$ cat src/hw/issue_pkg.sv
package issue_pkg;

  localparam int xlen = 32;
  localparam int reg_addr_w = 5;
  localparam int csr_addr_w = 12;
  localparam int reg_count = 32;
  localparam int rd_ports = 4;

  typedef enum logic [2:0] {
    op_nop,
    op_alu,
    op_load,
    op_store,
    op_csrr,
    op_csrw
  } opcode_t;

  // machine csr addresses from the privileged spec.
  typedef enum logic [csr_addr_w-1:0] {
    csr_mstatus  = 12'h300,
    csr_mscratch = 12'h340,
    csr_mepc     = 12'h341,
    csr_mcause   = 12'h342
  } csr_addr_t;

  typedef struct packed {
    opcode_t opcode;
    logic rden1;
    logic rden2;
    logic [reg_addr_w-1:0] raddr1;
    logic [reg_addr_w-1:0] raddr2;
    logic wren;
    logic [reg_addr_w-1:0] waddr;
    csr_addr_t caddr;
  } instr_t;

  typedef struct packed {
    instr_t instr0;
    instr_t instr1;
  } pair_t;

  typedef struct packed {
    logic load0;
    logic load1;
    logic [reg_addr_w-1:0] waddr0;
    logic [reg_addr_w-1:0] waddr1;
    logic cwren;
    logic stall;
  } ex_status_t;

  typedef struct packed {
    logic cwren;
    logic stall;
  } mem_status_t;

  typedef struct packed {
    logic trap;
    logic mret;
    logic mispredict;
  } redirect_t;

  typedef struct packed {
    logic wren;
    logic [reg_addr_w-1:0] waddr;
    logic [xlen-1:0] wdata;
  } wb_t;

  typedef struct packed {
    instr_t instr;
    logic [xlen-1:0] op1;
    logic [xlen-1:0] op2;
    logic [xlen-1:0] cdata;
  } issued_t;

  typedef struct packed {
    logic en;
    logic [reg_addr_w-1:0] addr;
  } rd_port_t;

  // ports 0 and 1 serve lane 0, ports 2 and 3 serve lane 1.
  typedef struct packed {
    rd_port_t [rd_ports-1:0] port;
  } rd_req_t;

  typedef struct packed {
    logic [rd_ports-1:0][xlen-1:0] data;
  } rd_data_t;

  localparam instr_t nop_instr = '{
    opcode: op_nop,
    rden1: 1'b0,
    rden2: 1'b0,
    raddr1: '0,
    raddr2: '0,
    wren: 1'b0,
    waddr: '0,
    caddr: csr_mstatus
  };

  localparam issued_t nop_lane = '{instr: nop_instr, op1: '0, op2: '0, cdata: '0};

  // true when either enabled source of instr is addr.
  function automatic logic reads_reg(input instr_t instr, input logic [reg_addr_w-1:0] addr);
    return (instr.rden1 && instr.raddr1 == addr) || (instr.rden2 && instr.raddr2 == addr);
  endfunction

endpackage

$ cat src/hw/pair_hazard.sv
`timescale 1ns/1ps

module pair_hazard (
  input  issue_pkg::pair_t dec,
  output issue_pkg::pair_t ordered,
  output logic swap,
  output logic split
);

  logic need0_first;
  logic need0_second;
  logic raw;

  // loads, stores and csr accesses are lane 0 only.
  function automatic logic needs_lane0(input issue_pkg::instr_t instr);
    logic hit;
    hit = 1'b0;
    case (instr.opcode)
      issue_pkg::op_load,
      issue_pkg::op_store,
      issue_pkg::op_csrr,
      issue_pkg::op_csrw: begin
        hit = 1'b1;
      end
      default: begin
        hit = 1'b0;
      end
    endcase
    return hit;
  endfunction

  always_comb begin
    need0_first = needs_lane0(dec.instr0);
    need0_second = needs_lane0(dec.instr1);

    // second instruction consumes a result of the first.
    raw = dec.instr0.wren && (dec.instr0.waddr != '0) &&
          issue_pkg::reads_reg(dec.instr1, dec.instr0.waddr);

    split = raw || (need0_first && need0_second);
    swap = !split && need0_second && !need0_first;

    if (split) begin
      ordered.instr0 = dec.instr0;
      ordered.instr1 = issue_pkg::nop_instr;
    end else if (swap) begin
      ordered.instr0 = dec.instr1;
      ordered.instr1 = dec.instr0;
    end else begin
      ordered = dec;
    end
  end

endmodule

$ cat config.mk
export PLATFORM = sky130hd
export DESIGN_NAME = pair_hazard
export DESIGN_NICKNAME = d
export VERILOG_FILES = /design/src/hw/issue_pkg.sv /design/src/hw/pair_hazard.sv
export SDC_FILE = /design/constraint.sdc
export NUM_CORES = 1
export LEC_CHECK = 0
export BUFFER_PORTS_ARGS = -buffer_cell sky130_fd_sc_hd__buf_4
export CORE_MARGIN = 3
export CORE_UTILIZATION = 33
export DETAILED_ROUTE_END_ITERATION = 8
export PLACE_DENSITY = 0.9
export SETUP_SLACK_MARGIN = 0.5
export SLEW_MARGIN = 25
export SYNTH_ARGS = -nofsm -noshare
export SYNTH_HDL_FRONTEND = slang
export SYNTH_SLANG_ARGS = --single-unit
$ cat constraint.sdc
create_clock -name vclk -period 2
set_input_delay 0.3 -clock vclk [all_inputs]
set_output_delay 0.3 -clock vclk [all_outputs]
set_load 0.05 [all_outputs]
==> results.json, run 1 <==
{
  "synth.avg_cell_area_um2": 8.18,
  "start_util_pct": 34.9,
  "syn_area_um2": 1190,
  "gp_congestion": 0.803,
  "worst_endpoint": "ordered[36]",
  "die_y_um": 66.1,
  "worst_path_end_type": "output port",
  "dpl_cell_area_um2": 2800,
  "yosysSeqAreaShare_pct": 0,
  "synth_nets": 212,
  "rows": 21,
  "synth_cells": 146,
  "yosysWarnings": 0,
  "grt_max_degree": 19,
  "dpl.hpwl_mm": 4.95,
  "dieWidth_um": 66.1,
  "stop_stage": "global routing",
  "outcome": "aborted with a tool error",
  "io_pins": 134,
  "antenna_found_initial": 0,
  "io_buffers": 134,
  "yosysUniqueCellTypes": 26,
  "error": "[ERROR DPL-0033] detailed placement checks failed during check placement."
}
repair_timing:
item                                    4_1_cts
endpoints found under the setup margin       68
hold buffers                                  0
pin swaps                                     7
hold endpoints to repair                      0
setup buffers                                 6
cloned                                        1
resized for setup                            84
Yosys cell counts (2+ instances only):
cell / number / area [um^2]
and2_2: 2 / 15.0
mux2_4: 28 / 420
buf_2: 3 / 15.0
buf_12: 3 / 60.1
nor2_1: 32 / 120
clkbuf_1: 5 / 18.8
xnor2_1: 4 / 35.0
xor2_1: 9 / 78.8
o21ai_0: 4 / 20.0
o211ai_1: 3 / 22.5
o22ai_1: 4 / 25.0
a22oi_1: 29 / 218
a21oi_1: 2 / 10.0
inv_1: 2 / 7.51
nand2_1: 4 / 15.0
nand3b_1: 2 / 15.0
per-stage QoR:
stage / setup TNS (ps) / setup WS (ps) / util [%] / instances
after detailed placement: -20800 / -402 / 81.9 / 351
after global placement: -21310 / -397 / 81.9 / 351
after CTS: -19580 / -357 / 93.7 / 358
after floorplan: -7870 / -268 / - / 146
cell families after synthesis:
family	Yosys count	synth area share, %
xor+xnor	13	9.54
compound gates	45	28.2
mux	30	37.0
buf+inv	15	9.22
simple gates	43	16.0
==> inputs of run 2 (changes only) <==
--- a/config.mk
+++ b/config.mk
@@ -7,10 +7,9 @@
 export LEC_CHECK = 0
 export BUFFER_PORTS_ARGS = -buffer_cell sky130_fd_sc_hd__buf_4
 export CORE_MARGIN = 3
-export CORE_UTILIZATION = 33
+export CORE_UTILIZATION = 20
 export DETAILED_ROUTE_END_ITERATION = 8
-export PLACE_DENSITY = 0.9
-export SETUP_SLACK_MARGIN = 0.5
+export PLACE_DENSITY_LB_ADDON = 0.15
 export SLEW_MARGIN = 25
 export SYNTH_ARGS = -nofsm -noshare
 export SYNTH_HDL_FRONTEND = slang
==> constraint.sdc (replaced) <==
create_clock -name vclk -period 2.6
set_input_delay 0.39 -clock vclk [all_inputs]
set_output_delay 0.39 -clock vclk [all_outputs]
set_load 0.05 [all_outputs]
==> results.json, run 2 <==
{
  "cp-start-kind": "input pin",
  "vias_per_cell": 4.81,
  "cts_hold_buffers": 0,
  "hold_violations": 0,
  "min-delay-start": "dec[11]",
  "fillers": 588,
  "timing.final.crit_share_pct": 97.7,
  "syn_to_final_growth_pct": 112,
  "gp_congestion": 0.803,
  "final_common_cell": "buf_4",
  "drt_iter0_markers": 38,
  "grt_max_degree": 22,
  "power_mw": 1.10,
  "timing.slew.headroom_pct": 80.4,
  "grt_use_total_pct": 14.0,
  "start_util_pct": 21.2,
  "cp-end-kind": "primary output",
  "io_buffers": 134,
  "wl_mm": 5.72,
  "max_freq_ghz": 0.394,
  "yosysWarnings": 0,
  "seq_cells": 0,
  "p_per_area_nw_per_um2": 437,
  "tightest_slew_ps": 291,
  "rows": 27,
  "synth_cells": 146,
  "drive_gt1_share_pct": 67.0,
  "yosysSeqAreaShare_pct": 0,
  "grt_pass1_wl_mm": 8.42,
  "yosysUniqueCellTypes": 26,
  "regArea_um2": 0,
  "grt_pass1_vias": 1671,
  "setup.worst_path.start": "dec[46]",
  "synth_nets": 212,
  "drt-pass1-iter-count": 4,
  "outcome": "finished, final reports clean",
  "crit_fanout": 5,
  "worst-setup-path-type": "in -> out",
  "core-area_um2": 5640,
  "die_y_um": 83.3,
  "min_period_ps": 2540,
  "num_antenna_cells": 0,
  "dieArea_um2": 6930,
  "drv_cap": 0,
  "drc": 0,
  "nets": 350,
  "io_pins": 134,
  "place_ws_ps": -0.964,
  "antenna_found_initial": 0,
  "dieWidth_um": 83.3,
  "hold_end": "ordered[44]",
  "synth.avg_cell_area_um2": 8.18,
  "yosysTopAreaCellShare_pct": 35.2,
  "grt_overflow": 0,
  "tns_ps": 0,
  "p_leak_nw": 1.32,
  "synth_most_common_cell": "nor2_1",
  "arrival_ps": 2150,
  "hold_class": "in -> out",
  "vias": 1703,
  "drtAntennaViolNets": 0,
  "final_cell_mix": "113 x buf_4, 31 x nor2_1, 29 x mux2_4, 29 x a22oi_1, 28 x buf_6",
  "wl_per_cell_um": 16.2,
  "synth_area_leaders": "mux2_4 35%, a22oi_1 18%, nor2_1 10%",
  "slew_viol_final": 0,
  "synth_commonest_cells": "32 x nor2_1, 29 x a22oi_1, 28 x mux2_4",
  "cp.required_ps": 2210,
  "n_clock_buffer": 0,
  "peakVddDrop_v": 0.000169,
  "syn_area_um2": 1190,
  "layout_setup_ws_ps": 60.3,
  "hold_depth": 3,
  "finalSetupViolations": 0,
  "dpl.hpwl_mm": 4.38,
  "yosysTopAreaCell": "mux2_4"
}
[run 2: cell counts after synthesis]
Identical to the previous run, type by type.
[run 2: kinds of logic (layout without fill, tap and decap cells)]
group	count (synthesis)	after routing	share of synthesized area (%)
xor+xnor	13	13	9.54
compound gates	45	45	28.2
simple gates	43	43	16.0
buf+inv	15	151	9.22
mux	30	30	37.0
[run 2: critical path, stage by stage]
cell,delay (ps)
buf_4,130
or4_1,540
o21ai_2,220
o21ai_4,100
buf_12,140
clkbuf_16,160
mux2_4,310
buf_8,150
[run 2: layout make-up]
cell class                      count  area, um^2  share of cell area, %
Timing Repair Buffer              149        1320                   52.2
Multi-Input combinational cell    131        1110                   44.0
Inverter                            2        7.51                  0.297
Tap cell                           72        90.1                   3.56
[run 2: worst max path at each step]
stage / endpoint / cells after the start
2_1_floorplan: ordered[8] / 4
3_3_place_gp: ordered[33] / 8
6_report: ordered[52] / 8
3_5_place_dp: ordered[33] / 8
4_1_cts: ordered[33] / 8
5_1_grt: ordered[52] / 9
[run 2: stage by stage]
step	hold WS, ps	cell area, um^2	util, %	std cells
final	1140	2530	44.8	354
after CTS	1170	2310	41.0	350
after global placement	1170	2310	41.0	350
after floorplan	966	1200	-	146
after detailed placement	1170	2310	41.0	350
after global routing	1150	2530	44.8	354
[run 2: timing repair]
item | in CTS | in global routing
setup buffers | 0 | 1
endpoints found under the setup margin | 1 | 48
gates resized for setup | 0 | 35
gates cloned | 0 | 3
pin swaps | 0 | 5
[run 2: per-layer routing]
| layer | share of wire, % | GRT usage (%) | up-vias | wire length (um) |
|---|---|---|---|---|
| met5 | 0 | 0 | - | 0 |
| met4 | 0.49 | 0.743 | 0 | 28 |
| met3 | 11 | 4.17 | 2 | 637 |
| met2 | 47 | 24.9 | 94 | 2680 |
| met1 | 41 | 17.4 | 789 | 2370 |
| li1 | - | - | 818 | - |
[run 2: power breakdown]
group | switching [mW] | internal (mW) | leakage, nW | total (mW)
combinational | 0.675 | 0.429 | 1.32 | 1.10
clock | 0 | 0 | 0 | 0
sequential | 0 | 0 | 0 | 0
Power figures use the tool's default switching activity.
