### src/hw/issue_pkg.sv
package issue_pkg;

  localparam int xlen = 32;
  localparam int reg_addr_w = 5;
  localparam int csr_addr_w = 12;
  localparam int reg_count = 32;
  localparam int rd_ports = 4;

  typedef enum logic [2:0] {
    op_nop,
    op_alu,
    op_load,
    op_store,
    op_csrr,
    op_csrw
  } opcode_t;

  // machine csr addresses from the privileged spec.
  typedef enum logic [csr_addr_w-1:0] {
    csr_mstatus  = 12'h300,
    csr_mscratch = 12'h340,
    csr_mepc     = 12'h341,
    csr_mcause   = 12'h342
  } csr_addr_t;

  typedef struct packed {
    opcode_t opcode;
    logic rden1;
    logic rden2;
    logic [reg_addr_w-1:0] raddr1;
    logic [reg_addr_w-1:0] raddr2;
    logic wren;
    logic [reg_addr_w-1:0] waddr;
    csr_addr_t caddr;
  } instr_t;

  typedef struct packed {
    instr_t instr0;
    instr_t instr1;
  } pair_t;

  typedef struct packed {
    logic load0;
    logic load1;
    logic [reg_addr_w-1:0] waddr0;
    logic [reg_addr_w-1:0] waddr1;
    logic cwren;
    logic stall;
  } ex_status_t;

  typedef struct packed {
    logic cwren;
    logic stall;
  } mem_status_t;

  typedef struct packed {
    logic trap;
    logic mret;
    logic mispredict;
  } redirect_t;

  typedef struct packed {
    logic wren;
    logic [reg_addr_w-1:0] waddr;
    logic [xlen-1:0] wdata;
  } wb_t;

  typedef struct packed {
    instr_t instr;
    logic [xlen-1:0] op1;
    logic [xlen-1:0] op2;
    logic [xlen-1:0] cdata;
  } issued_t;

  typedef struct packed {
    logic en;
    logic [reg_addr_w-1:0] addr;
  } rd_port_t;

  // ports 0 and 1 serve lane 0, ports 2 and 3 serve lane 1.
  typedef struct packed {
    rd_port_t [rd_ports-1:0] port;
  } rd_req_t;

  typedef struct packed {
    logic [rd_ports-1:0][xlen-1:0] data;
  } rd_data_t;

  localparam instr_t nop_instr = '{
    opcode: op_nop,
    rden1: 1'b0,
    rden2: 1'b0,
    raddr1: '0,
    raddr2: '0,
    wren: 1'b0,
    waddr: '0,
    caddr: csr_mstatus
  };

  localparam issued_t nop_lane = '{instr: nop_instr, op1: '0, op2: '0, cdata: '0};

  // true when either enabled source of instr is addr.
  function automatic logic reads_reg(input instr_t instr, input logic [reg_addr_w-1:0] addr);
    return (instr.rden1 && instr.raddr1 == addr) || (instr.rden2 && instr.raddr2 == addr);
  endfunction

endpackage

### src/hw/csr_file.sv
`timescale 1ns/1ps

module csr_file (
  input  logic clock,
  input  logic reset,
  input  issue_pkg::csr_addr_t caddr,
  output logic [issue_pkg::xlen-1:0] cdata,
  input  logic wren,
  input  logic [issue_pkg::csr_addr_w-1:0] waddr,
  input  logic [issue_pkg::xlen-1:0] wdata
);

  logic [issue_pkg::xlen-1:0] mstatus;
  logic [issue_pkg::xlen-1:0] mscratch;
  logic [issue_pkg::xlen-1:0] mepc;
  logic [issue_pkg::xlen-1:0] mcause;

  always_ff @(posedge clock) begin
    if (!reset) begin
      mstatus <= '0;
      mscratch <= '0;
      mepc <= '0;
      mcause <= '0;
    end else if (wren) begin
      // writes to unknown addresses are dropped.
      case (waddr)
        issue_pkg::csr_mstatus: begin
          mstatus <= wdata;
        end
        issue_pkg::csr_mscratch: begin
          mscratch <= wdata;
        end
        issue_pkg::csr_mepc: begin
          mepc <= wdata;
        end
        issue_pkg::csr_mcause: begin
          mcause <= wdata;
        end
        default: begin
        end
      endcase
    end
  end

  always_comb begin
    case (caddr)
      issue_pkg::csr_mstatus:  cdata = mstatus;
      issue_pkg::csr_mscratch: cdata = mscratch;
      issue_pkg::csr_mepc:     cdata = mepc;
      issue_pkg::csr_mcause:   cdata = mcause;
      default:                 cdata = '0;
    endcase
  end

endmodule

### config.mk
export PLATFORM = sky130hd
export DESIGN_NAME = csr_file
export DESIGN_NICKNAME = d
export VERILOG_FILES = /design/src/hw/issue_pkg.sv /design/src/hw/csr_file.sv
export SDC_FILE = /design/constraint.sdc
export NUM_CORES = 1
export LEC_CHECK = 0
export BUFFER_PORTS_ARGS = -buffer_cell sky130_fd_sc_hd__buf_2
export CAP_MARGIN = 20
export CORE_MARGIN = 2
export CORE_UTILIZATION = 62
export DETAILED_ROUTE_END_ITERATION = 7
export PLACE_DENSITY_LB_ADDON = 0.3
export RECOVER_POWER = 100
export SYNTH_ARGS = -nofsm -noshare
export SYNTH_HDL_FRONTEND = slang
export SYNTH_SLANG_ARGS = --single-unit
### constraint.sdc
create_clock -name clock -period 1.8 [get_ports clock]
set_clock_uncertainty 0.05 [all_clocks]
set_input_delay 0.09 -clock clock [delete_from_list [all_inputs] [get_ports clock]]
set_output_delay 0.09 -clock clock [all_outputs]
set_load 0.01 [all_outputs]
# After elaboration in Yosys (flattened, before gate mapping)
# Index checks and enable logic that the tools add are counted.
op_classes:
  n_reduce_logical: 4
  n_bitwise: 0
  shift: 0
  div: 0
  eq_ne: 8
  order_cmp: 0
  n_mul: 0
  muxes: 1
  addsub: 0
ops:
  columns: ["cell", "n"]
  rows:
  - ["case mux 32 bit (4 select lines)", 1]
  - ["== test 12 x 10 -> 1 bit (second input constant)", 8]
  - ["AND reduction 2 bit", 4]
totals:
  reg_bits: 128
  latch_bits: 0
  ram_bits: 0
  out_inout_bits: 32
  n_memories: 0
  input_bits: 59
  mem_bits_ro: 0

# Longest topological paths before layout
depth:
  word_depth: 2
  mapped_depth: 5
  depth_no_buf: 3

# Worst setup path before layout
# Ideal clock, no wire load.
synth_timing:
  path_type: "input to register"
  startpoint: "input port waddr[11] (netlist bit)"
  endpoint: "register mepc[10] (netlist bit)"
  setup_time_ps: 126
  path_stages: 5
  required_time_ps: 1624
  n_path_buf: 2
  path_slack_ps: 589
  arrival_ps: 1035
  cell_sequence: "nor4bb_1 > buf_2 > nand4_2 > buf_2 > mux2i_1"
synth_between:
  elab_chain_cells: 2
synth_lines:
  columns: ["element", "line", "rtl"]
  rows:
  - ["from (decl)", "csr_file.sv:9", "input logic [issue_pkg::csr_addr_w-1:0] waddr,"]
  - ["== test 12 x 10 -> 1 bit", "csr_file.sv:26", "case (waddr)"]
  - ["AND reduction 2 bit (no source line)", null, null]
  - ["to (signal assigned)", "csr_file.sv:34", "mepc <= wdata;"]
  - ["to (decl)", "csr_file.sv:15", "logic [issue_pkg::xlen-1:0] mepc;"]
# Every way passes these cells.
# A chain may end at the register's enable or synchronous reset.

# Final worst setup path
layout_timing:
  startpoint: "register mepc[0] (netlist bit)"
  endpoint: "output port cdata[0] (netlist bit)"
layout_between:
  elab_chain_cells: 1
layout_lines:
  columns: ["element", "line", "rtl"]
  rows:
  - ["case mux 32 bit (4 select lines)", "csr_file.sv:46", "case (caddr)"]
  - ["to (decl)", "csr_file.sv:7", "output logic [issue_pkg::xlen-1:0] cdata,"]
# Every way passes these cells.

==> flow_metrics.tcl <==
set metrics [dict create \
    status "completed" \
    power.density_nw_per_um2 849 \
    globalplace.congestion 0.748 \
    min_period_over_period_pct 94.1 \
    dr.pass1.iters 5 \
    crit_path_max_fanout 2 \
    required_ps 1660 \
    synth-simple-area-share_pct 23.0 \
    synth_area_um2 6240 \
    area_growth_pct 23.8 \
    dp_hpwl_mm 8.82 \
    tns_ps 0 \
    path_cells "and3b_1, o21ai_0, a21oi_1, clkbuf_1" \
    die_y_um 104 \
    critPathKind "reg -> out" \
    h-tree-depth 4 \
    synth.distinct_cells 20 \
    cts_tree "built" \
    grt_pass1_vias 5571 \
    multiInputGateArea_um2 3430 \
    drt-total-wl_mm 16.1 \
    hold_violations 0 \
    cp_top_family "flip-flops" \
    overflow 0 \
    netlist_top_cells_count "nand2_1, dfxtp_1, mux2i_1" \
    finalCriticalPeriod_ps 1690 \
    fp-row-count 36 \
    cts_buffer_depth 2 \
    drc_errors 0 \
    synth-edff-count 0 \
    synthAdderAreaFrac_pct 0 \
    vdd_drop_max_v 0.000611 \
    synth_top_cell_by_area "dfxtp_1" \
    cts-root-buf "clkbuf_8" \
    synth_fp_nets 739 \
    vias 5353 \
    coreArea_um2 9770 \
    tightest_slew_ps 481 \
    grt_pass1_wl_mm 26.6 \
    drt_iter0_drc 437 \
    worstHoldPathType "in -> reg" \
    max_stage_delay_ps 340 \
    cp-start-kind "flop" \
    clk_latency_ps 520 \
    dieArea_um2 10900 \
    initial_utilization_pct 63.8 \
    maxSlewViolCount 0 \
    synth-seq-area-share_pct 41.1 \
    ys.flop_type "dfxtp_1" \
    async_flop_share_pct 0 \
    die_x_um 104 \
    p_leak_uw 0.00407 \
    synthCells 680 \
    register_area_um2 2560 \
    cts_buffers 17 \
    path_buf_inv 1 \
    slew_headroom_pct 67.6 \
    synth.area.mux_share_pct 26.3 \
    avgSynthCellArea_um2 9.17 \
    slowest_stage "dfxtp_1" \
    synthTopCellsByArea "dfxtp_1, mux2i_1, nand2_1, and3b_1, mux2_2" \
    critPathCaptureType "output pin" \
    clk_pin_slew_ps 60 \
    ioPinCount 91 \
    yosys.area_share.xor_xnor_pct 0 \
    drv_cap 0 \
    fmax_mhz 590 \
    ys_ff_latch 128 \
    ys_warn_count 0 \
    grt_max_degree 65 \
    synth_top_family_by_area "multiplexers" \
    dp_cells 863 \
    via_per_inst 5.76 \
    ant_nets 0 \
    grt_usage_pct 30.3 \
    diodes 0 \
    synth_compound_area_share_pct 5.14 \
    antenna_found_initial 0 \
    fillCellCount 596 \
    yosysMostFrequentCell "nand2_1" \
    finalSetupViolCount 0 \
    fin_nets 843 \
    fin_cells 930 \
    cts_sinks 128 \
    synth_top_cell_area_share_pct 41.1 \
    cts_repair_resize_count 0 \
    drive_gt1_share_pct 18.3 \
    cp.arrival_ps 1550 \
    portBuffers 90 \
    wl_per_cell_um 17.4 \
    grt_setup_unrepaired "false" \
]
cells by family (layout without fill, tap and decap cells):
logic type / count (synthesis) / after routing
flops: 128 / 128
compound gates: 64 / 64
buf+inv: 58 / 175
simple gates: 270 / 270
mux: 160 / 160
metrics by stage:
step	worst slack (ps)	util, %	total power [µW]	hold WS, ps	instance area, µm²
4_1_cts	153	79.5	6530	151	7770
6_report	106	79.0	6550	154	7720
5_1_grt	46.2	79.0	6720	171	7720
3_5_place_dp	344	70.1	3230	367	6850
2_1_floorplan	589	-	3080	243	6240
3_3_place_gp	353	70.1	3220	355	6850
worst paths after layout:
kind / end / slack (ps) / depth (start not counted) / startpoint
worst max-delay path: cdata[0] / 110 / 4 / mepc[0]
worst min-delay path: mepc[3] / 150 / 4 / waddr[0]
worst max register to register: mstatus[24] / 590 / 3 / mstatus[24]
worst min register to register: mepc[8] / 410 / 2 / mepc[8]
cell type report:
| class | count | area share, % |
|---|---|---|
| Clock inverter | 11 | 1.46 |
| Timing Repair Buffer | 143 | 12.7 |
| Clock buffer | 21 | 5.95 |
| Tap cell | 133 | 2.16 |
| Multi-Input combinational cell | 494 | 44.5 |
| Sequential cell | 128 | 33.2 |
tightest hold or removal path: stages:
cell     delay [ps]
buf_2           140
nand4_4          70
buf_12          260
mux2i_1         110
repair_timing:
action,4_1_cts,5_1_grt
endpoints found under the hold margin,128,0
hold buffers,35,0
buffers inserted,0,0
endpoints found under the setup margin,0,0
power by group:
part	internal [µW]	total (µW)	switching, µW	leakage [µW]
clock	2060	3320	1260	0.000279
sequential	2830	2830	0.150	0.00103
combinational	168	395	227	0.00276
total	5070	6550	1480	0.00407
flip-flops by register name, indices dropped and copies added, names as in the netlist:
name and cells:
mscratch 32, mstatus 32, mepc 32, mcause 32
routing by layer:
layer | up-vias | share of wire (%) | global-route usage [%]
li1 | 2543 | - | -
met1 | 2561 | 41 | 35.8
met2 | 209 | 51 | 52.4
met3 | 40 | 5.8 | 6.77
met4 | 0 | 2.2 | 13.4
met5 | - | 0 | 0
placed cells by master (no fill, tap or decap), types with 2 or more instances in the layout:
cell / count
buf_2: 57
and3b_1: 64
a21oi_1: 32
clkbuf_1: 33
bufinv_16: 2
clkbuf_8: 4
o21ai_0: 32
dlygate4sd3_1: 35
nand4b_4: 2
dfxtp_1: 128
buf_4: 10
clkinv_2: 6
buf_12: 7
mux2_2: 32
nor4_1: 2
mux2i_1: 128
nand2_1: 192
clkinvlp_4: 3
clkbuf_16: 16
nor4b_4: 2
nand4_4: 2
Power figures use the tool's default switching activity.
