==> src/hw/issue_pkg.sv <==
package issue_pkg;

  localparam int xlen = 32;
  localparam int reg_addr_w = 5;
  localparam int csr_addr_w = 12;
  localparam int reg_count = 32;
  localparam int rd_ports = 4;

  typedef enum logic [2:0] {
    op_nop,
    op_alu,
    op_load,
    op_store,
    op_csrr,
    op_csrw
  } opcode_t;

  // machine csr addresses from the privileged spec.
  typedef enum logic [csr_addr_w-1:0] {
    csr_mstatus  = 12'h300,
    csr_mscratch = 12'h340,
    csr_mepc     = 12'h341,
    csr_mcause   = 12'h342
  } csr_addr_t;

  typedef struct packed {
    opcode_t opcode;
    logic rden1;
    logic rden2;
    logic [reg_addr_w-1:0] raddr1;
    logic [reg_addr_w-1:0] raddr2;
    logic wren;
    logic [reg_addr_w-1:0] waddr;
    csr_addr_t caddr;
  } instr_t;

  typedef struct packed {
    instr_t instr0;
    instr_t instr1;
  } pair_t;

  typedef struct packed {
    logic load0;
    logic load1;
    logic [reg_addr_w-1:0] waddr0;
    logic [reg_addr_w-1:0] waddr1;
    logic cwren;
    logic stall;
  } ex_status_t;

  typedef struct packed {
    logic cwren;
    logic stall;
  } mem_status_t;

  typedef struct packed {
    logic trap;
    logic mret;
    logic mispredict;
  } redirect_t;

  typedef struct packed {
    logic wren;
    logic [reg_addr_w-1:0] waddr;
    logic [xlen-1:0] wdata;
  } wb_t;

  typedef struct packed {
    instr_t instr;
    logic [xlen-1:0] op1;
    logic [xlen-1:0] op2;
    logic [xlen-1:0] cdata;
  } issued_t;

  typedef struct packed {
    logic en;
    logic [reg_addr_w-1:0] addr;
  } rd_port_t;

  // ports 0 and 1 serve lane 0, ports 2 and 3 serve lane 1.
  typedef struct packed {
    rd_port_t [rd_ports-1:0] port;
  } rd_req_t;

  typedef struct packed {
    logic [rd_ports-1:0][xlen-1:0] data;
  } rd_data_t;

  localparam instr_t nop_instr = '{
    opcode: op_nop,
    rden1: 1'b0,
    rden2: 1'b0,
    raddr1: '0,
    raddr2: '0,
    wren: 1'b0,
    waddr: '0,
    caddr: csr_mstatus
  };

  localparam issued_t nop_lane = '{instr: nop_instr, op1: '0, op2: '0, cdata: '0};

  // true when either enabled source of instr is addr.
  function automatic logic reads_reg(input instr_t instr, input logic [reg_addr_w-1:0] addr);
    return (instr.rden1 && instr.raddr1 == addr) || (instr.rden2 && instr.raddr2 == addr);
  endfunction

endpackage

==> src/hw/issue_stage.sv <==
`timescale 1ns/1ps

module issue_stage (
  input  logic clock,
  input  logic reset,
  input  issue_pkg::pair_t ordered,
  input  logic swap_in,
  input  logic split,
  input  logic dec_valid,
  input  issue_pkg::ex_status_t ex,
  input  issue_pkg::mem_status_t mem,
  input  issue_pkg::redirect_t redirect,
  output issue_pkg::rd_req_t raddr,
  input  issue_pkg::rd_data_t rdata,
  output issue_pkg::csr_addr_t caddr,
  input  logic [issue_pkg::xlen-1:0] cdata,
  output issue_pkg::issued_t lane0,
  output issue_pkg::issued_t lane1,
  output logic swap,
  output logic hold,
  output logic issue_stall
);

  logic clear;
  logic down_stall;
  logic cur_swap;
  logic cur_split;
  logic load_hz0;
  logic load_hz1;
  logic stall_hz;
  logic csr_rd;
  issue_pkg::pair_t cur;
  issue_pkg::issued_t lane0_d;
  issue_pkg::issued_t lane1_d;
  logic swap_d;

  // read requests come only from the decoded pair.
  always_comb begin
    // invalid decode slot behaves as a nop pair.
    if (dec_valid) begin
      cur = ordered;
    end else begin
      cur.instr0 = issue_pkg::nop_instr;
      cur.instr1 = issue_pkg::nop_instr;
    end
    cur_swap = dec_valid & swap_in;
    cur_split = dec_valid & split;

    raddr.port[0].en = cur.instr0.rden1;
    raddr.port[0].addr = cur.instr0.raddr1;
    raddr.port[1].en = cur.instr0.rden2;
    raddr.port[1].addr = cur.instr0.raddr2;
    raddr.port[2].en = cur.instr1.rden1;
    raddr.port[2].addr = cur.instr1.raddr1;
    raddr.port[3].en = cur.instr1.rden2;
    raddr.port[3].addr = cur.instr1.raddr2;
    caddr = cur.instr0.caddr;
  end

  always_comb begin
    clear = redirect.trap | redirect.mret | redirect.mispredict;
    down_stall = ex.stall | mem.stall;

    // load results are not ready until after memory.
    load_hz0 = ex.load0 && (ex.waddr0 != '0) &&
               (issue_pkg::reads_reg(cur.instr0, ex.waddr0) ||
                issue_pkg::reads_reg(cur.instr1, ex.waddr0));
    load_hz1 = ex.load1 && (ex.waddr1 != '0) &&
               (issue_pkg::reads_reg(cur.instr0, ex.waddr1) ||
                issue_pkg::reads_reg(cur.instr1, ex.waddr1));
    stall_hz = ex.cwren | mem.cwren | load_hz0 | load_hz1;

    csr_rd = (cur.instr0.opcode == issue_pkg::op_csrr) ||
             (cur.instr0.opcode == issue_pkg::op_csrw);

    lane0_d.instr = cur.instr0;
    lane0_d.op1 = rdata.data[0];
    lane0_d.op2 = rdata.data[1];
    lane0_d.cdata = csr_rd ? cdata : '0;
    lane1_d.instr = cur.instr1;
    lane1_d.op1 = rdata.data[2];
    lane1_d.op2 = rdata.data[3];
    lane1_d.cdata = '0;
    swap_d = cur_swap;

    if (clear) begin
      lane0_d = issue_pkg::nop_lane;
      lane1_d = issue_pkg::nop_lane;
      swap_d = 1'b0;
    end else if (down_stall) begin
      lane0_d = lane0;
      lane1_d = lane1;
      swap_d = swap;
    end else if (stall_hz) begin
      lane0_d = issue_pkg::nop_lane;
      lane1_d = issue_pkg::nop_lane;
      swap_d = 1'b0;
    end

    // decode repeats the pair whenever it was not fully taken.
    hold = !clear && (cur_split || down_stall || stall_hz);
    issue_stall = !clear && stall_hz;
  end

  always_ff @(posedge clock) begin
    if (!reset) begin
      lane0 <= issue_pkg::nop_lane;
      lane1 <= issue_pkg::nop_lane;
      swap <= 1'b0;
    end else begin
      lane0 <= lane0_d;
      lane1 <= lane1_d;
      swap <= swap_d;
    end
  end

endmodule

==> config.mk <==
export PLATFORM = sky130hd
export DESIGN_NAME = issue_stage
export DESIGN_NICKNAME = d
export VERILOG_FILES = /design/src/hw/issue_pkg.sv /design/src/hw/issue_stage.sv
export SDC_FILE = /design/constraint.sdc
export NUM_CORES = 1
export LEC_CHECK = 0
export BUFFER_PORTS_ARGS = -buffer_cell sky130_fd_sc_hd__buf_2
export CAP_MARGIN = 30
export CORE_AREA = 5 5 211 213
export CTS_CLUSTER_DIAMETER = 30
export DETAILED_ROUTE_END_ITERATION = 6
export DIE_AREA = 0 0 216 218
export PLACE_DENSITY_LB_ADDON = 0.12
export SETUP_SLACK_MARGIN = 0.2
export SLEW_MARGIN = 5
export SYNTH_ARGS = -nofsm -noshare
export SYNTH_HDL_FRONTEND = slang
export SYNTH_SLANG_ARGS = --single-unit
==> constraint.sdc <==
create_clock -name clock -period 2.6 [get_ports clock]
set_input_delay 0.39 -clock clock [delete_from_list [all_inputs] [get_ports clock]]
set_output_delay 0.39 -clock clock [all_outputs]
set_load 0.02 [all_outputs]
Word-level counts from Yosys, hierarchy flattened
Cells that the tools add are included.

cells by class
  bitwise gates (word level) = 9
  equality and inequality tests = 10
  muxes and demuxes = 5
  reductions and logical operators = 27

operator list
  cell                                  number
  129-bit 2-to-1 mux                    2
  66-bit 2-to-1 mux                     1
  5-bit == test                         8
  32-bit 2-to-1 mux                     1
  1-bit logical AND                     14
  5-bit nonzero test                    2
  1-bit logical OR                      9
  3-bit == test, second input constant  2
  1-bit bitwise OR                      6
  1-bit bitwise AND                     2
  2-bit OR reduction                    1
  1-bit logical NOT                     1
  1-bit 2-to-1 mux                      1
  1-bit NOT                             1

storage, ports and cells
  output and inout port bits = 297
  logic and storage cells = 74
  input port bits = 250
  flip-flop bits (word level) = 259

Depth between registers and ports, before layout
  depth after elaboration = 10
  gate-level depth with buffers = 10
  mapped depth without buffers = 7

Worst setup path before layout
Ideal clock, no wire load.

  kind = in2out
  start point = in ex[2] (netlist bit)
  end point = out issue_stall
  buffers on the path = 3
  slack = -0.156 ns
  stages on the path = 9
  data required time = 2.210 ns
  data arrival time = 2.366 ns
  cell sequence = clkbuf_1 -> nor4bb_1 -> a32oi_1 -> a2111oi_0 -> or4_1 -> a311o_1 -> buf_4 -> buf_2 -> o21a_1

on the way
  cells in the longest elaborated chain, start to end = 7
  elaborated cells between the ends (all ways) = 16
  those cells by class = 4 x eq/ne; 1 x bitwise; 11 x reduce/logical

RTL lines
  item                   line                text
  start, declared        issue_stage.sv:10   input issue_pkg::ex_status_t ex,
  5-bit == test          issue_pkg.sv:104    return (instr.rden1 && instr.raddr1 == addr) || (instr.rden2 && instr.raddr2 == addr);
  1-bit logical AND      issue_pkg.sv:104
  1-bit logical OR       issue_pkg.sv:104
  1-bit logical OR       issue_stage.sv:69   (issue_pkg::reads_reg(cur.instr0, ex.waddr1) ||
  1-bit logical AND (*)  issue_stage.sv:68   load_hz1 = ex.load1 && (ex.waddr1 != '0) &&
  1-bit bitwise OR (*)   issue_stage.sv:71   stall_hz = ex.cwren | mem.cwren | load_hz0 | load_hz1;
  1-bit logical AND (*)  issue_stage.sv:102  issue_stall = !clear && stall_hz;
  end, declared          issue_stage.sv:21   output logic issue_stall

Mark *: on every way between the ends. The rest lies on a longest branch, timed or not.

Final worst setup path
  start point = in dec_valid
  end point = out hold

on the way
  cells in the longest elaborated chain, start to end = 10
  elaborated cells between the ends (all ways) = 31
  those cells by class = 8 x eq/ne; 1 x mux; 3 x bitwise; 19 x reduce/logical

RTL lines
  item                           line                text
  start, declared                issue_stage.sv:9    input logic dec_valid,
  66-bit 2-to-1 mux              issue_stage.sv:40   if (dec_valid) begin
  5-bit == test                  issue_pkg.sv:104
  1-bit logical AND              issue_pkg.sv:104
  1-bit logical OR               issue_pkg.sv:104
  1-bit logical OR               issue_stage.sv:66   (issue_pkg::reads_reg(cur.instr0, ex.waddr0) ||
  1-bit logical AND              issue_stage.sv:65   load_hz0 = ex.load0 && (ex.waddr0 != '0) &&
  1-bit bitwise OR (2 in a row)  issue_stage.sv:71
  1-bit logical OR (*)           issue_stage.sv:101  hold = !clear && (cur_split || down_stall || stall_hz);
  1-bit logical AND (*)          issue_stage.sv:101
  end, declared                  issue_stage.sv:20   output logic hold,

Marks and branches as above.

==> run metrics <==
Routed wire per std cell=18.8 um; clk_skew=0 ns; Slew @ Worst Pin=0.641 ns; vias in the first global route=10900; ANT nets after route=0; post-synthesis cell count=1201; grt total ovfl=0; Worst-Skew Late Latency=0.56 ns; Die Y=218 um; post-route setup slack=-0.0871 ns; DR vias/cell=4.60; synth top area cells=dfxtp_1 46%, o31ai_1 16%, nand2_1 15%; Syn Std Cell Area=0.00981 sq mm; area of the multi-input gates=0.00464 sq mm; XOR/XNOR Fraction of Synth Area=2.77%; Static Leak=0.00707 uW; core area=0.0425 sq mm; final hold violation count=0; Critical Path Sink Type=output port; Async SR Flop Fraction=0%; Min Hold Slack=0.0675 ns; CTS root buf=clkbuf_16; Worst-path clk slew=0.04 ns; Max Cap Viol=0; crit path launch type=input port; largest family of logic cells by synthesized area=simple AND/OR/NAND/NOR gates; VDD IR max=0.550 mV; Max Slew Vio Count=0; synth unique cells=42; Crit path max-delay family=compound AO/OA/AOI/OAI gates; IO buf count=514; most used flip-flop cell after synthesis=dfxtp_1; final setup vio count=2; Sequential cell area=0.00454 sq mm; Critical Path Slowest Stage Cell=or4_1; post-synthesis mux area share=0%; sequential cell area fraction in the yosys report=46.3%; EDFF count, synth=0; Sw Share=22.8%; Total GRT Usage=17.8%; Seq pwr share=26.8%; Req. time, crit path=2.21 ns; Rows=76; CTS buffer count=71; Cell Chain, Critical Path=buf_12 > buf_8 > nor4bb_1 > a22oi_1 > a211oi_1 > or4_1 > a311o_2 > o31a_1 > buf_6; CTS Sinks=227; FILL cells=4563; Ports=547; layout cells sized above 1=41.2%; Syn. warnings=0; HP Class=in2reg; CTS tree=built; Final nets=2003; Area growth syn-to-layout=63.4%; type of the worst setup path=in2out; fin crit period=2.69 ns; Synth Register Bits=227; Synth Area in Adders=0%; status=finished, violations left; Final HPWL DP=32000 um; combinational power share=6.2%; Psw=2990 uW; Synth area leader=dfxtp_1; Clock Path Buffers=3; Initial Util=23.1%; gpl congestion=0.803; dpl cell area=0.0134 sq mm; RSZ-0062 raised after global routing=yes; Routed Wire Length=44500 um; Synth top area share=46.3%; chip width=216 um; peak per-stage delay on the critical path=0.47 ns; Tcrit/Tclk final=103%; worst path bufs/invs=3; htree depth=3; FMAX=372 MHz; die area=0.0471 sq mm; arrival time worst endpoint=2.30 ns; DR pass1 iterations=5; DRC viols=0; first-pass GRT wire length=66300 um; setup TNS=-0.0930 ns; PD cells=817 mW/mm^2; Clock power frac=67.1%; design area=0.0160 sq mm; Rel. slew slack=57.2%; violated checks=setup timing; Mapped Avg Cell Area=8.17 sq um; Vias=10900; largest net degree at the start of global routing=94; 1st-iter DRT viols=793; Compound-Gate Fraction of Synth Area=19.6%; crit path max fanout=7; initial antenna violation count=8; Pint=10100 uW; post-synthesis simple-gate area fraction=22.6%
-- Yosys cell counts, types with 2 or more instances --
master	number
nand2_1	401
dfxtp_1	227
o31ai_1	212
clkbuf_1	87
buf_4	40
nand3_1	34
nand4_1	33
xnor2_1	30
and2_1	24
buf_2	21
inv_1	14
o41ai_1	11
nor2_1	7
nor4bb_1	7
a32oi_1	5
buf_6	5
o21ai_0	5
a2111oi_0	4
nor3_1	4
a211oi_1	3
nand2b_1	3
nor4_1	2
o32a_1	2
or2_2	2
-- worst paths after layout --
check        cells after the start  startpoint          to  slack, ns
max                              9   dec_valid        hold      -0.09
min                              3   rdata[13]   lane0[77]       0.07
max reg2reg                      2  lane0[104]  lane0[104]       1.71
min reg2reg                      2   lane1[66]   lane1[66]       0.44
-- layout by cell type, fill, tap and decap left out, types with 16 or more instances in the layout --
master,instances
nand4_1,33
buf_2,506
clkbuf_16,72
xnor2_1,28
dfxtp_1,227
buf_4,66
nand2_1,397
buf_12,24
o31ai_1,211
clkinv_2,16
and2_1,20
nand3_1,34
conb_1,32
-- stage by stage --
step / worst slack (ns) / std cells / total power, uW / utilization [%]
5_1_grt: -0.129 / 2363 / 13600 / 37.7
6_report: -0.0871 / 2363 / 13100 / 37.7
4_1_cts: -0.159 / 2356 / 13300 / 37.5
3_5_place_dp: -0.286 / 2224 / 4350 / 31.5
2_1_floorplan: 0.0292 / 1232 / 3970 / -
3_3_place_gp: -0.211 / 2224 / 4350 / 31.5
-- cell type report --
cell class	count	area share, %
Clock buffer	94	12.5
Antenna cell	7	0.109
Timing Repair Buffer	603	22.5
Multi-Input combinational cell	836	28.9
Tap cell	546	4.26
Sequential cell	227	28.3
Inverter	14	0.328
Clock inverter	36	2.97
-- registers in the layout, summed over array words and instances, names as in the netlist --
| register | flops |
|---|---|
| swap | 1 |
| lane1 | 97 |
| lane0 | 129 |
-- routing by layer --
metal | wire length [um] | share of wire [%] | global-route usage [%] | vias up
met3 | 3420 | 7.7 | 6.19 | 79
met5 | 7 | 0.016 | 0 | -
li1 | - | - | - | 5261
met2 | 21400 | 48 | 29.4 | 409
met1 | 18400 | 41 | 21.5 | 5110
met4 | 1210 | 2.7 | 6.44 | 2
-- power by group through the flow --
stage | sequential, uW | combinational, uW | clock, uW
2_1_floorplan | 3570 | 397 | 0
3_3_place_gp | 3560 | 790 | 0
3_5_place_dp | 3560 | 789 | 0
4_1_cts | 3500 | 811 | 8970
5_1_grt | 3500 | 876 | 9200
6_report | 3500 | 812 | 8780
-- what timing repair did --
action                                  CTS  global route
buffers inserted                          1             0
gates cloned                              1             0
pin swaps                                11             4
gates resized for setup                  18            16
hold buffers                              0             0
endpoints found under the setup margin    2            36
hold endpoints to repair                  0             0
-- cell families (layout without fill, tap and decap cells) --
| family | count (synthesis) | in the layout |
|---|---|---|
| AO/OA/AOI/OAI | 252 | 252 |
| flip-flops | 227 | 227 |
| other | 1 | 39 |
| AND/OR/NAND/NOR | 521 | 521 |
| XOR/XNOR | 31 | 31 |
| buffers and inverters | 169 | 747 |
-- worst register-to-register path, cell delays in order (launching register included) --
cell and delay [ns]:
dfxtp_1 0.30, or3_1 0.36, o41a_1 0.11
No activity file was read; power rests on OpenSTA's default activity.
